===== config.mk =====
export PLATFORM = sky130hd
export DESIGN_NAME = color_mapper
export DESIGN_NICKNAME = d
export VERILOG_FILES = /design/src/rtl/duck_color_pkg.sv /design/src/rtl/duck_geom_pkg.sv /design/src/rtl/color_mapper.sv /design/src/rtl/pixel_compositor.sv /design/src/rtl/shot_tracker.sv /design/src/rtl/sprite_coverage.sv
export VERILOG_INCLUDE_DIRS = /design/src /design/src/rtl
export SDC_FILE = /design/constraint.sdc
export NUM_CORES = 2
export LEC_CHECK = 0
export BUFFER_PORTS_ARGS = -buffer_cell sky130_fd_sc_hd__buf_2
export CAP_MARGIN = 20
export CORE_ASPECT_RATIO = 1.25
export CORE_MARGIN = 5
export CORE_UTILIZATION = 31
export CTS_CLUSTER_DIAMETER = 200
export DETAILED_ROUTE_END_ITERATION = 10
export GPL_ROUTABILITY_DRIVEN = 0
export GPL_TIMING_DRIVEN = 1
export PLACE_DENSITY_LB_ADDON = 0.08
export SETUP_SLACK_MARGIN = 0.15
export SLEW_MARGIN = 10
export SYNTH_ARGS = -nofsm -noshare
export SYNTH_HDL_FRONTEND = slang
export SYNTH_SLANG_ARGS = --single-unit

===== constraint.sdc =====
create_clock -name vga_clk -period 3.5 [get_ports vga_clk]
set_input_delay 0.175 -clock vga_clk [delete_from_list [all_inputs] [get_ports vga_clk]]
set_output_delay 0.175 -clock vga_clk [all_outputs]
set_load 0.1 [all_outputs]

===== src/rtl/duck_defs.svh =====
// screen geometry, hud placement, button codes, colours and flash length
`ifndef DUCK_DEFS_SVH
`define DUCK_DEFS_SVH

// visible screen
`define SCREEN_W           640
`define SCREEN_H           480

// duck box hidden once its top reaches the grass
`define DUCK_BOX           64
`define GRASS_Y            237

// start button with exclusive upper bounds
`define START_X0           200
`define START_X1           301
`define START_Y0           200
`define START_Y1           251

// shot flash square and its length in pixel clocks
`define FLASH_HALF         25
`define SHOT_FLASH_CYCLES  1000000

// bullet squares with slot 0 leftmost
`define BULLET_COUNT       3
`define BULLET_X0          68
`define BULLET_PITCH       17
`define BULLET_W           9
`define BULLET_Y0          418
`define BULLET_H           13

// duck tally circles
`define TALLY_COUNT        10
`define TALLY_X0           228
`define TALLY_PITCH        22
`define TALLY_Y            424
`define TALLY_R2           36
// band holding all ten circles
`define TALLY_BAND_X0      200
`define TALLY_BAND_X1      434
`define TALLY_BAND_Y0      417
`define TALLY_BAND_Y1      432

// mouse button codes
`define BTN_LEFT           8'd1
`define BTN_RIGHT          8'd2

// 12-bit rgb with red in the top nibble
`define BLACK_RGB          12'h000
`define WHITE_RGB          12'hFFF
`define MENU_RGB           12'h238
`define SKY_RGB            12'h6AF
`define HUD_GREY           12'hAAA
`define TALLY_RED          12'hD00
`define DUCK_BLACK_RGB     12'h321
`define DUCK_RED_RGB       12'hC30
`define DUCK_PINK_RGB      12'hF9C

`endif


===== src/rtl/duck_color_pkg.sv =====
// colour channel, duck colour and shot state types
package duck_color_pkg;

	// one vga colour channel
	typedef logic [3:0] channel_t;

	// duck breed sets the box colour
	// code 3 is unused and shows black
	typedef enum logic [1:0] {
		DUCK_BLACK = 2'd0,
		DUCK_RED   = 2'd1,
		DUCK_PINK  = 2'd2
	} duck_color_t;

	// trigger flash fsm
	typedef enum logic [1:0] {
		SHOT_IDLE  = 2'd0,
		SHOT_FLASH = 2'd1,
		SHOT_SPENT = 2'd2
	} shot_state_t;

endpackage


===== src/rtl/duck_geom_pkg.sv =====
// coordinate, button, bullet count, kill mask and tally index types
package duck_geom_pkg;

	// on-screen pixel coordinate
	typedef logic [9:0] coord_t;

	// duck position that may sit off screen
	typedef logic signed [10:0] duck_coord_t;

	// mouse button code as sent by the mouse block
	typedef logic [7:0] button_t;

	// shots spent this round from 0 to 3
	typedef logic [1:0] bullet_count_t;

	// one bit per duck of the round set when hit
	typedef logic [9:0] kill_mask_t;

	// which tally circle
	typedef logic [3:0] tally_idx_t;

endpackage


===== src/rtl/color_mapper.sv =====
// top level with shot tracker and sprite coverage feeding the compositor
`timescale 1ns/1ns
`include "duck_defs.svh"

module color_mapper #(
	parameter int FLASH_CYCLES = `SHOT_FLASH_CYCLES
) (
	input  logic                        vga_clk,
	input  logic                        Reset,
	input  logic                        blank,
	input  duck_geom_pkg::coord_t       draw_x,
	input  duck_geom_pkg::coord_t       draw_y,
	input  duck_geom_pkg::coord_t       cursor_x,
	input  duck_geom_pkg::coord_t       cursor_y,
	input  duck_geom_pkg::coord_t       cursor_size,
	input  duck_geom_pkg::duck_coord_t  duck_x,
	input  duck_geom_pkg::duck_coord_t  duck_y,
	input  duck_color_pkg::duck_color_t duck_color,
	input  duck_geom_pkg::kill_mask_t   kill_mask,
	input  duck_geom_pkg::button_t      mouse_buttons,
	input  logic                        game_started,
	input  logic                        new_round,
	output duck_color_pkg::channel_t    red,
	output duck_color_pkg::channel_t    green,
	output duck_color_pkg::channel_t    blue,
	output logic                        duck_kill,
	output logic                        start_game
);

	// tracker to compositor
	logic shot_on;
	duck_geom_pkg::bullet_count_t bullet_count;
	// coverage to compositor
	logic cursor_hit;
	logic flash_hit;
	logic duck_hit;
	logic bullet_slot_hit;
	duck_geom_pkg::bullet_count_t bullet_slot;
	logic tally_hit;
	logic tally_killed;

	shot_tracker #(
		.FLASH_CYCLES (FLASH_CYCLES)
	) u_shot_tracker (
		.vga_clk       (vga_clk),
		.Reset         (Reset),
		.cursor_x      (cursor_x),
		.cursor_y      (cursor_y),
		.duck_x        (duck_x),
		.duck_y        (duck_y),
		.mouse_buttons (mouse_buttons),
		.game_started  (game_started),
		.new_round     (new_round),
		.shot_on       (shot_on),
		.bullet_count  (bullet_count),
		.duck_kill     (duck_kill),
		.start_game    (start_game)
	);

	sprite_coverage u_sprite_coverage (
		.draw_x          (draw_x),
		.draw_y          (draw_y),
		.cursor_x        (cursor_x),
		.cursor_y        (cursor_y),
		.cursor_size     (cursor_size),
		.duck_x          (duck_x),
		.duck_y          (duck_y),
		.kill_mask       (kill_mask),
		.cursor_hit      (cursor_hit),
		.flash_hit       (flash_hit),
		.duck_hit        (duck_hit),
		.bullet_slot_hit (bullet_slot_hit),
		.bullet_slot     (bullet_slot),
		.tally_hit       (tally_hit),
		.tally_killed    (tally_killed)
	);

	pixel_compositor u_pixel_compositor (
		.vga_clk         (vga_clk),
		.Reset           (Reset),
		.blank           (blank),
		.game_started    (game_started),
		.duck_color      (duck_color),
		.shot_on         (shot_on),
		.bullet_count    (bullet_count),
		.cursor_hit      (cursor_hit),
		.flash_hit       (flash_hit),
		.duck_hit        (duck_hit),
		.bullet_slot_hit (bullet_slot_hit),
		.bullet_slot     (bullet_slot),
		.tally_hit       (tally_hit),
		.tally_killed    (tally_killed),
		.red             (red),
		.green           (green),
		.blue            (blue)
	);

endmodule


===== src/rtl/pixel_compositor.sv =====
// layer priority and registered rgb output
`timescale 1ns/1ns
`include "duck_defs.svh"

module pixel_compositor (
	input  logic                         vga_clk,
	input  logic                         Reset,
	input  logic                         blank,
	input  logic                         game_started,
	input  duck_color_pkg::duck_color_t  duck_color,
	input  logic                         shot_on,
	input  duck_geom_pkg::bullet_count_t bullet_count,
	input  logic                         cursor_hit,
	input  logic                         flash_hit,
	input  logic                         duck_hit,
	input  logic                         bullet_slot_hit,
	input  duck_geom_pkg::bullet_count_t bullet_slot,
	input  logic                         tally_hit,
	input  logic                         tally_killed,
	output duck_color_pkg::channel_t     red,
	output duck_color_pkg::channel_t     green,
	output duck_color_pkg::channel_t     blue
);

	logic [11:0] rgb_next;
	logic bullet_shown;

	// slot i stays until 3-i shots are spent
	assign bullet_shown = ({1'b0, bullet_slot} + {1'b0, bullet_count}) <= 3'd2;

	// --------------------------------------------------
	// layer priority where the first match wins
	// --------------------------------------------------
	always_comb
	begin
		if (!blank)
		begin
			rgb_next = `BLACK_RGB;
		end
		else if (shot_on)
		begin
			// light-gun frame shows only the square around the aim
			rgb_next = flash_hit ? `WHITE_RGB : `BLACK_RGB;
		end
		else if (cursor_hit)
		begin
			rgb_next = `WHITE_RGB;
		end
		else if (duck_hit)
		begin
			case (duck_color)
				duck_color_pkg::DUCK_BLACK: rgb_next = `DUCK_BLACK_RGB;
				duck_color_pkg::DUCK_RED:   rgb_next = `DUCK_RED_RGB;
				duck_color_pkg::DUCK_PINK:  rgb_next = `DUCK_PINK_RGB;
				default:                    rgb_next = `BLACK_RGB;
			endcase
		end
		else if (bullet_slot_hit && game_started && bullet_shown)
		begin
			rgb_next = `HUD_GREY;
		end
		else if (tally_hit && game_started)
		begin
			rgb_next = tally_killed ? `TALLY_RED : `WHITE_RGB;
		end
		else
		begin
			// flat sky in game and menu colour before
			rgb_next = game_started ? `SKY_RGB : `MENU_RGB;
		end
	end

	// one pixel of latency
	always_ff @(posedge vga_clk or posedge Reset)
	begin
		if (Reset)
		begin
			red   <= '0;
			green <= '0;
			blue  <= '0;
		end
		else
		begin
			red   <= rgb_next[11:8];
			green <= rgb_next[7:4];
			blue  <= rgb_next[3:0];
		end
	end

endmodule


===== src/rtl/shot_tracker.sv =====
// trigger flash fsm, bullet counter, duck hit and start button tests
`timescale 1ns/1ns
`include "duck_defs.svh"

module shot_tracker #(
	parameter int FLASH_CYCLES = `SHOT_FLASH_CYCLES
) (
	input  logic                         vga_clk,
	input  logic                         Reset,
	input  duck_geom_pkg::coord_t        cursor_x,
	input  duck_geom_pkg::coord_t        cursor_y,
	input  duck_geom_pkg::duck_coord_t   duck_x,
	input  duck_geom_pkg::duck_coord_t   duck_y,
	input  duck_geom_pkg::button_t       mouse_buttons,
	input  logic                         game_started,
	input  logic                         new_round,
	output logic                         shot_on,
	output duck_geom_pkg::bullet_count_t bullet_count,
	output logic                         duck_kill,
	output logic                         start_game
);

	// flash counter is at least one bit wide
	localparam int CNT_W = (FLASH_CYCLES > 1) ? $clog2(FLASH_CYCLES) : 1;
	localparam logic [CNT_W-1:0] CNT_LAST = CNT_W'(FLASH_CYCLES - 1);

	duck_color_pkg::shot_state_t state;
	duck_color_pkg::shot_state_t state_next;
	logic [CNT_W-1:0] flash_cnt;
	logic trigger_held;
	logic trigger_q;
	logic trigger_rise;
	logic signed [11:0] cur_x_s;
	logic signed [11:0] cur_y_s;
	logic signed [11:0] duck_x_s;
	logic signed [11:0] duck_y_s;

	// --------------------------------------------------
	// trigger
	// --------------------------------------------------
	assign trigger_held = (mouse_buttons == `BTN_RIGHT);
	// first cycle of a press
	assign trigger_rise = trigger_held & ~trigger_q;

	// --------------------------------------------------
	// flash fsm
	// --------------------------------------------------
	always_comb
	begin
		state_next = state;
		// release wins from any state
		if (!trigger_held)
		begin
			state_next = duck_color_pkg::SHOT_IDLE;
		end
		else if (state == duck_color_pkg::SHOT_IDLE)
		begin
			state_next = duck_color_pkg::SHOT_FLASH;
		end
		else if (state == duck_color_pkg::SHOT_FLASH && flash_cnt == CNT_LAST)
		begin
			// flash over so wait here for release
			state_next = duck_color_pkg::SHOT_SPENT;
		end
	end

	always_ff @(posedge vga_clk or posedge Reset)
	begin
		if (Reset)
		begin
			state     <= duck_color_pkg::SHOT_IDLE;
			flash_cnt <= '0;
			trigger_q <= 1'b0;
		end
		else
		begin
			state     <= state_next;
			trigger_q <= trigger_held;
			// counts flash cycles already shown
			if (state == duck_color_pkg::SHOT_FLASH && state_next == duck_color_pkg::SHOT_FLASH)
			begin
				flash_cnt <= flash_cnt + 1'b1;
			end
			else
			begin
				flash_cnt <= '0;
			end
		end
	end

	assign shot_on = (state == duck_color_pkg::SHOT_FLASH);

	// --------------------------------------------------
	// bullets spent
	// --------------------------------------------------
	always_ff @(posedge vga_clk or posedge Reset)
	begin
		if (Reset)
		begin
			bullet_count <= '0;
		end
		else if (trigger_rise && bullet_count != 2'd3)
		begin
			bullet_count <= bullet_count + 2'd1;
		end
		else if (new_round)
		begin
			// fresh round gives all three back
			bullet_count <= '0;
		end
	end

	// --------------------------------------------------
	// hit tests
	// --------------------------------------------------
	assign cur_x_s  = $signed({2'b00, cursor_x});
	assign cur_y_s  = $signed({2'b00, cursor_y});
	assign duck_x_s = $signed({duck_x[10], duck_x});
	assign duck_y_s = $signed({duck_y[10], duck_y});

	// strictly inside with 2 px in on left and top and 1 px on right and bottom
	assign duck_kill = shot_on
		&& cur_x_s > duck_x_s + 12'sd2 && cur_x_s < duck_x_s + `DUCK_BOX - 1
		&& cur_y_s > duck_y_s + 12'sd2 && cur_y_s < duck_y_s + `DUCK_BOX - 1;

	// left click on start button in the menu only
	assign start_game = !game_started && mouse_buttons == `BTN_LEFT
		&& cursor_x >= `START_X0 && cursor_x < `START_X1
		&& cursor_y >= `START_Y0 && cursor_y < `START_Y1;

endmodule


===== src/rtl/sprite_coverage.sv =====
// per-pixel tests for cursor, flash square, duck box, bullets and tally
`timescale 1ns/1ns
`include "duck_defs.svh"

module sprite_coverage (
	input  duck_geom_pkg::coord_t        draw_x,
	input  duck_geom_pkg::coord_t        draw_y,
	input  duck_geom_pkg::coord_t        cursor_x,
	input  duck_geom_pkg::coord_t        cursor_y,
	input  duck_geom_pkg::coord_t        cursor_size,
	input  duck_geom_pkg::duck_coord_t   duck_x,
	input  duck_geom_pkg::duck_coord_t   duck_y,
	input  duck_geom_pkg::kill_mask_t    kill_mask,
	output logic                         cursor_hit,
	output logic                         flash_hit,
	output logic                         duck_hit,
	output logic                         bullet_slot_hit,
	output duck_geom_pkg::bullet_count_t bullet_slot,
	output logic                         tally_hit,
	output logic                         tally_killed
);

	logic signed [11:0] draw_x_s;
	logic signed [11:0] draw_y_s;
	logic signed [11:0] cur_dx;
	logic signed [11:0] cur_dy;
	logic [10:0] cur_abs_x;
	logic [10:0] cur_abs_y;
	logic signed [11:0] duck_dx;
	logic signed [11:0] duck_dy;
	logic in_bullet_row;
	logic in_tally_band;
	int tally_dx;
	int tally_dy;
	int tally_dy2;
	duck_geom_pkg::tally_idx_t tally_idx;

	assign draw_x_s = $signed({2'b00, draw_x});
	assign draw_y_s = $signed({2'b00, draw_y});

	// --------------------------------------------------
	// cursor diamond and flash square
	// --------------------------------------------------
	assign cur_dx = draw_x_s - $signed({2'b00, cursor_x});
	assign cur_dy = draw_y_s - $signed({2'b00, cursor_y});
	assign cur_abs_x = 11'(cur_dx < 0 ? -cur_dx : cur_dx);
	assign cur_abs_y = 11'(cur_dy < 0 ? -cur_dy : cur_dy);

	// |dx| + |dy| <= size
	assign cursor_hit = ({1'b0, cur_abs_x} + {1'b0, cur_abs_y}) <= {2'b00, cursor_size};

	// square of side 2*half+1 centred on the cursor
	assign flash_hit = cur_dx >= -`FLASH_HALF && cur_dx <= `FLASH_HALF
		&& cur_dy >= -`FLASH_HALF && cur_dy <= `FLASH_HALF;

	// --------------------------------------------------
	// duck box
	// --------------------------------------------------
	assign duck_dx = draw_x_s - $signed({duck_x[10], duck_x});
	assign duck_dy = draw_y_s - $signed({duck_y[10], duck_y});

	// gone once it drops behind the grass
	assign duck_hit = duck_y < `GRASS_Y
		&& duck_dx >= 0 && duck_dx < `DUCK_BOX
		&& duck_dy >= 0 && duck_dy < `DUCK_BOX;

	// --------------------------------------------------
	// bullet squares
	// --------------------------------------------------
	assign in_bullet_row = draw_y >= `BULLET_Y0 && draw_y < `BULLET_Y0 + `BULLET_H;

	always_comb
	begin
		bullet_slot_hit = 1'b0;
		bullet_slot     = '0;
		// slot i starts i pitches right of the first
		for (int i = 0; i < `BULLET_COUNT; i++)
		begin
			if (in_bullet_row
				&& draw_x >= `BULLET_X0 + i * `BULLET_PITCH
				&& draw_x < `BULLET_X0 + i * `BULLET_PITCH + `BULLET_W)
			begin
				bullet_slot_hit = 1'b1;
				bullet_slot     = duck_geom_pkg::bullet_count_t'(i);
			end
		end
	end

	// --------------------------------------------------
	// tally circles
	// --------------------------------------------------
	assign in_tally_band = draw_x >= `TALLY_BAND_X0 && draw_x < `TALLY_BAND_X1
		&& draw_y >= `TALLY_BAND_Y0 && draw_y < `TALLY_BAND_Y1;

	// same row for all circles
	assign tally_dy  = int'(draw_y) - `TALLY_Y;
	assign tally_dy2 = tally_dy * tally_dy;

	always_comb
	begin
		tally_hit = 1'b0;
		tally_idx = '0;
		tally_dx  = 0;
		// circles never overlap so at most one matches
		for (int i = 0; i < `TALLY_COUNT; i++)
		begin
			tally_dx = int'(draw_x) - (`TALLY_X0 + i * `TALLY_PITCH);
			if (in_tally_band && tally_dx * tally_dx + tally_dy2 <= `TALLY_R2)
			begin
				tally_hit = 1'b1;
				tally_idx = duck_geom_pkg::tally_idx_t'(i);
			end
		end
	end

	// red if that round's duck went down
	assign tally_killed = tally_hit & kill_mask[tally_idx];

endmodule

; Yosys cells after proc, flatten, opt, wreduce, memory -nomap -nowiden
; Index checks and enable logic that the tools add are counted.
[word_totals]
in_bits = 97
output_inout_bits = 14
regBits = 37
wordCells = 200
[classes]
reduce_logical = 46
mux = 44
eq_ne = 8
addsub = 37
multipliers = 11
bitwise = 3
order_cmp = 44
[ops]
columns = operator, count
row1 = 32-bit by 32-bit multiplier with 32-bit output, 11
row2 = 32-bit adder, 10
row3 = 32-bit by 7-bit <= comparator with 1-bit output (second input constant), 10
row4 = 10-bit by 9-bit subtractor with 11-bit output (second input constant), 9
row5 = 12-bit two-way mux, 7
row6 = 11-bit by 32-bit < comparator with 1-bit output, 2
row7 = 32-bit by 2-bit subtractor with 32-bit output (second input constant), 2
row8 = 1-bit logical AND, 42
row9 = 10-bit by 9-bit < comparator with 1-bit output (second input constant), 4
row10 = 12-bit case mux with 3 select lines, 1
row11 = 11-bit two-way mux, 3
row12 = 10-bit by 7-bit greater-or-equal comparator with 1-bit output (second input constant), 3
row13 = 10-bit by 8-bit greater-or-equal comparator with 1-bit output (second input constant), 3
row14 = 10-bit by 7-bit < comparator with 1-bit output (second input constant), 3
row15 = 11-bit by 3-bit adder with 12-bit output (second input constant), 2
row16 = 11-bit by 8-bit adder with 12-bit output (second input constant), 2
row17 = 12-bit by 1-bit greater-or-equal comparator with 1-bit output (second input constant), 2
row18 = 11-bit by 12-bit > comparator with 1-bit output, 2
row19 = 12-bit by 8-bit < comparator with 1-bit output (second input constant), 2
row20 = 11-bit by 11-bit subtractor with 12-bit output, 2
row21 = 11-bit by 6-bit greater-or-equal comparator with 1-bit output (second input constant), 2
row22 = 11-bit by 6-bit <= comparator with 1-bit output (second input constant), 2
row23 = 11-bit by 1-bit < comparator with 1-bit output (second input constant), 2
row24 = 11-bit negator, 2
row25 = other kinds (30), 63

; Logic depth before layout (Yosys ltp)
[logic_depth]
depth_word = 24
depth_mapped = 57
depth_no_buf = 54

; Hierarchy
; From an unflattened synthesis, not the netlist that was laid out.
[hier_totals]
cells_unflattened = 7323
hier_area_um2 = 63926.3
[by_module_without_submodules]
columns = module, n_inst, area_each_um2, seq_area_each_um2, cells_per_inst
row1 = sprite_coverage, 1, 60282.8, 0.0, 6903
row2 = shot_tracker, 1, 2945.3, 625.6, 349
row3 = pixel_compositor, 1, 698.2, 300.3, 71

; Least setup slack after synthesis
; OpenSTA, ideal clock, no wires.
[synth_path]
kind = input-to-reg
from = input draw_y[3]
to = register u_pixel_compositor.green[2]
t_arrival_ns = 12.859
path_slack_ns = -9.437
path_stages = 54
cell_sequence = clkbuf_1 inv_1 ha_1 nor2b_1 nor2_1 xor2_1 inv_1 and2_1 fa_1 fa_1 inv_1 fa_1 inv_1 fa_1 inv_1 fa_1 inv_1 ha_1 (+18 left out) inv_1 fa_1 ha_1 nand2b_1 nand4_1 or4_1 nor4_1 o2111ai_1 nor4_2 nand4_1 nor4bb_1 nand3_1 and4_4 a2111oi_4 o211ai_2 nand4_2 or3b_1 a21oi_1
[synth_via]
elab_chain_cells = 24
word_cells_on_any_way = 100
[synth_lines]
columns = element, line_no
row1 = "start, declared", color_mapper.sv:12  ; input duck_geom_pkg::coord_t draw_y,
row2 = 10-bit by 9-bit subtractor with 11-bit output (no line), n/a
row3 = 32-bit by 32-bit multiplier with 32-bit output, sprite_coverage.sv:97  ; assign tally_dy2 = tally_dy * tally_dy;
row4 = 32-bit adder, sprite_coverage.sv:108  ; if (in_tally_band && tally_dx * tally_dx + tally_dy2 <= `TALLY_R2)
row5 = 32-bit by 7-bit <= comparator with 1-bit output (no line), n/a
row6 = 1-bit logical AND (no line), n/a
row7 = 1-bit two-way mux, sprite_coverage.sv:108
row8 = 2-bit two-way mux (2 in series), sprite_coverage.sv:108
row9 = 3-bit two-way mux (4 in series), sprite_coverage.sv:108
row10 = (+5 left out), n/a
row11 = 10-bit two-way mux (no line), n/a
row12 = 12-bit two-way mux, pixel_compositor.sv:62  ; else if (tally_hit && game_started)
row13 = 12-bit two-way mux, pixel_compositor.sv:58  ; else if (bullet_slot_hit && game_started && bullet_shown)
row14 = 12-bit two-way mux, pixel_compositor.sv:49  ; else if (duck_hit)
row15 = 12-bit two-way mux, pixel_compositor.sv:45  ; else if (cursor_hit)
row16 = 12-bit two-way mux (*), pixel_compositor.sv:40  ; else if (shot_on)
row17 = 12-bit two-way mux (*), pixel_compositor.sv:36  ; if (!blank)
row18 = via u_pixel_compositor.rgb_next[6], pixel_compositor.sv:25  ; logic [11:0] rgb_next;
row19 = "end signal, assigned", pixel_compositor.sv:85  ; green <= rgb_next[7:4];
row20 = "end, declared", pixel_compositor.sv:21  ; output duck_color_pkg::channel_t green,
; Mark *: on every way through the listed nets, which the timed path passes. The rest lies on a longest branch. The select of a mux whose other input is x is not followed.
; A chain may end at the register's enable or synchronous reset.

; Final worst setup path
[layout_path]
from = input draw_y[4]
to = register u_pixel_compositor.green[0]
; The elaborated chain is that of the path after synthesis.

==> results.md <==
- Clock latency at the later pin of the worst-skew pair: 0.28 ns
- Crit Path Category: in -> reg
- CTS Hold Buffers Added: 0
- Final instance area: 0.111 mm^2
- R2R cell count: 6
- Clock skew: 0.00421 ns
- Starting Density: 31.1%
- M1 WL: 133000 um
- Synth Area in Simple Gates: 11.7%
- Core Footprint: 0.267 mm^2
- Via-per-instance ratio: 4.69
- Pins Over Slew Limit: 0
- Synth warn: 0
- Root Buffer: clkbuf_16
- Die height: 589 um
- Reg-to-Reg End: u_shot_tracker.flash_cnt[12]
- Register area: 926 um^2
- CP max FO: 5
- Count leader, synth: inv_1
- CP most frequent cell: fa_1
- Slowest-stage cell, CP: fa_2
- Mux cell area share after synthesis: 0.563%
- Overflow left after global routing: 0
- R2R setup slack: 1.29 ns
- Hold/Removal Path Class: in -> async
- Post-synth top area share: 41.6%
- Count of cell types in the netlist: 101
- Worst setup SP type: input port
- Worst Hold Slack: -0.0102 ns
- Slew headroom: 38.6%
- Tcrit/Tclk final: 351%
- Drt first pass iters: 5
- Fillers: 27.3k
- Max Buffers Root-to-Sink: 2
- Post-route DRC: 0
- Worst-Margin Slew: 0.913 ns
- Number of global-route vias before repair: 81.0k
- Htree depth: 2
- # port buffers: 110
- Pin count of the biggest net entering global routing: 38
- Net Count, Synth: 12.6k
- Clock slew at reported path FFs: 0.06 ns
- TritonCTS clock tree: yes
- Antenna violations before repair: 14
- Post-Synth XOR/XNOR Area: 4.66%
- Largest family of logic cells by synthesized area: adder cells
- Min Clock Period, post-route: 12.27 ns
- Via total after detailed routing: 73.8k
- Rows: 212
- NumNets Final: 15.1k
- Worst path required time: 3.71 ns
- Synth Area in Adders: 57.3%
- Total wire length: 314000 um
- Non-Filler Instances: 15.7k
- Main synth FF type: dfrtp_1
- Total track usage: 22.5%
- CP arrival: 12.49 ns
- Dpl hpwl: 285000 um
- Setup WS post-layout: -8.77 ns
- First-pass GRT wire length: 482000 um
- Met2 routed WL: 160000 um
- Syn Inst Count: 9718
- Placed Area: 0.108 mm^2
- Reg-to-Reg Start: u_shot_tracker.flash_cnt[0]
- Top post-synthesis cells by area: fa_1 42%, ha_1 16%, inv_1 12%, nand2_1 3.1%, xnor2_1 3.0%
- Compound-gate portion of the synthesized area: 11.2%
- Fraction of registers with async set/reset: 100%
- Final hold vios: 8
- Synth Cell Area: 0.0831 mm^2
- WL/cell: 19.9 um
- Die Wd: 473 um
- Mean Syn Cell Area: 8.55 um^2
- #FFs+latches synth: 37
- Top Layer Used: met5
- RSZ-0062 raised after global routing: yes
- CP Capture Type: flop
- Number of clock sinks: 37
- Multi-input combinational cell area: 0.0736 mm^2
- CTS Buf Count: 5
- Final ANT Viol Nets: 0
- Post-synth top cells: 2734 x inv_1, 1728 x fa_1, 1041 x ha_1
- I/O pins: 111
- Share of layout cells above drive strength 1: 26.1%
- DR iter-0 viols: 3296
- Largest area contributor in the synthesized netlist: fa_1
- Post-synth EDFFs: 0
- Placed cells: 15.6k
- Failing checks: hold timing, setup timing
- Max Cap Violations: 0
- Max Clk Rate: 81.5 MHz
- Worst path max stage delay: 0.55 ns
- Status: finished, violations left
- Register area share after synthesis: 1.11%
- Final setup vio count: 12
- Area grow syn2layout: 33.6%
- Die area: 0.279 mm^2
- DR WL met3: 8940 um
==> through the flow <==
step	setup WS, ns	setup TNS (ns)	hold WS (ns)	utilization (%)
after floorplan	-8.03	-88.14	0.322	-
after global placement	-10.60	-115.79	0.315	40.4
after detailed placement	-10.57	-115.57	0.317	40.4
after CTS	-8.79	-97.29	0.0105	41.2
after global routing	-9.16	-101.60	0.0480	41.6
final	-8.77	-96.53	-0.0102	41.6
==> cell families after synthesis <==
| logic type | after synthesis |
|---|---|
| buffers and inverters | 2990 |
| adders and majority gates | 2769 |
| and+or+nand+nor | 2021 |
| AOI/OAI and AO/OA | 1414 |
| xor gates and xnor gates | 442 |
| muxes | 45 |
| DFF | 37 |
==> worst max path at each step <==
stage / start / endpoint / slack [ns] / cells after the start
6_report: draw_y[4] / u_pixel_compositor.green[0] / -8.77 / 58
2_1_floorplan: draw_y[3] / u_pixel_compositor.green[2] / -8.03 / 55
4_1_cts: draw_y[4] / u_pixel_compositor.green[0] / -8.79 / 59
3_3_place_gp: draw_y[3] / u_pixel_compositor.green[0] / -10.60 / 55
5_1_grt: draw_y[4] / u_pixel_compositor.blue[1] / -9.16 / 58
3_5_place_dp: draw_y[4] / u_pixel_compositor.green[0] / -10.57 / 52
==> cell type report <==
class	count	share of cell area [%]
antenna	4	0.00901
clock buffer	6	0.116
clock inverter	2	0.00901
inverter	2765	9.44
multi-input combinational	6691	66.3
sequential	37	0.834
tap	3531	3.98
timing repair buffer	2705	19.4
==> repair_timing <==
item / 4_1_cts / 5_1_grt
buffers inserted: 61 / 23
resized for setup: 275 / 211
pin swaps: 129 / 131
hold endpoints to repair: 0 / 0
setup endpoints to repair: 13 / 13
==> placed cells by master (no fill, tap or decap), types with 42 or more instances in the layout <==
cell type / n
nor3_1: 81
a211oi_1: 46
nand4_1: 111
a21oi_2: 53
a21o_1: 171
o211ai_1: 49
nand2_1: 672
nor2_1: 485
xor2_1: 153
buf_4: 2463
a21oi_1: 351
xnor2_1: 261
buf_2: 102
and3_1: 49
fa_1: 1712
nand3_1: 118
a31oi_1: 49
nand2b_1: 126
ha_4: 43
and2_1: 42
buf_12: 102
inv_1: 2690
o21bai_1: 43
nor2b_1: 66
ha_1: 987
o21a_1: 67
o21ai_0: 211
==> per-layer routing <==
| metal | global-route usage (%) | up-vias |
|---|---|---|
| met5 | 0 | - |
| met4 | 6.47 | 2 |
| met3 | 1.11 | 305 |
| met2 | 41.2 | 1222 |
| met1 | 28.7 | 37042 |
| li1 | - | 35182 |
==> flip-flops by register name, indices dropped and copies added, names as in the netlist <==
signal                       count
u_pixel_compositor.red           4
u_shot_tracker.bullet_count      2
u_pixel_compositor.green         4
u_shot_tracker.flash_cnt        20
u_pixel_compositor.blue          4
u_shot_tracker.trigger_q         1
u_shot_tracker.state             2
==> worst max-delay path, delay by kind of cell <==
family	cells	cell delay, ns
adders and majority gates	13	5.16
AOI/OAI and AO/OA	16	2.93
and+or+nand+nor	11	2.19
buffers and inverters	17	1.79
xor gates and xnor gates	1	0.17
Power is left out: the tool's default activity adds up to more than one toggle a clock period on the data nets, which glitch-free logic cannot reach.
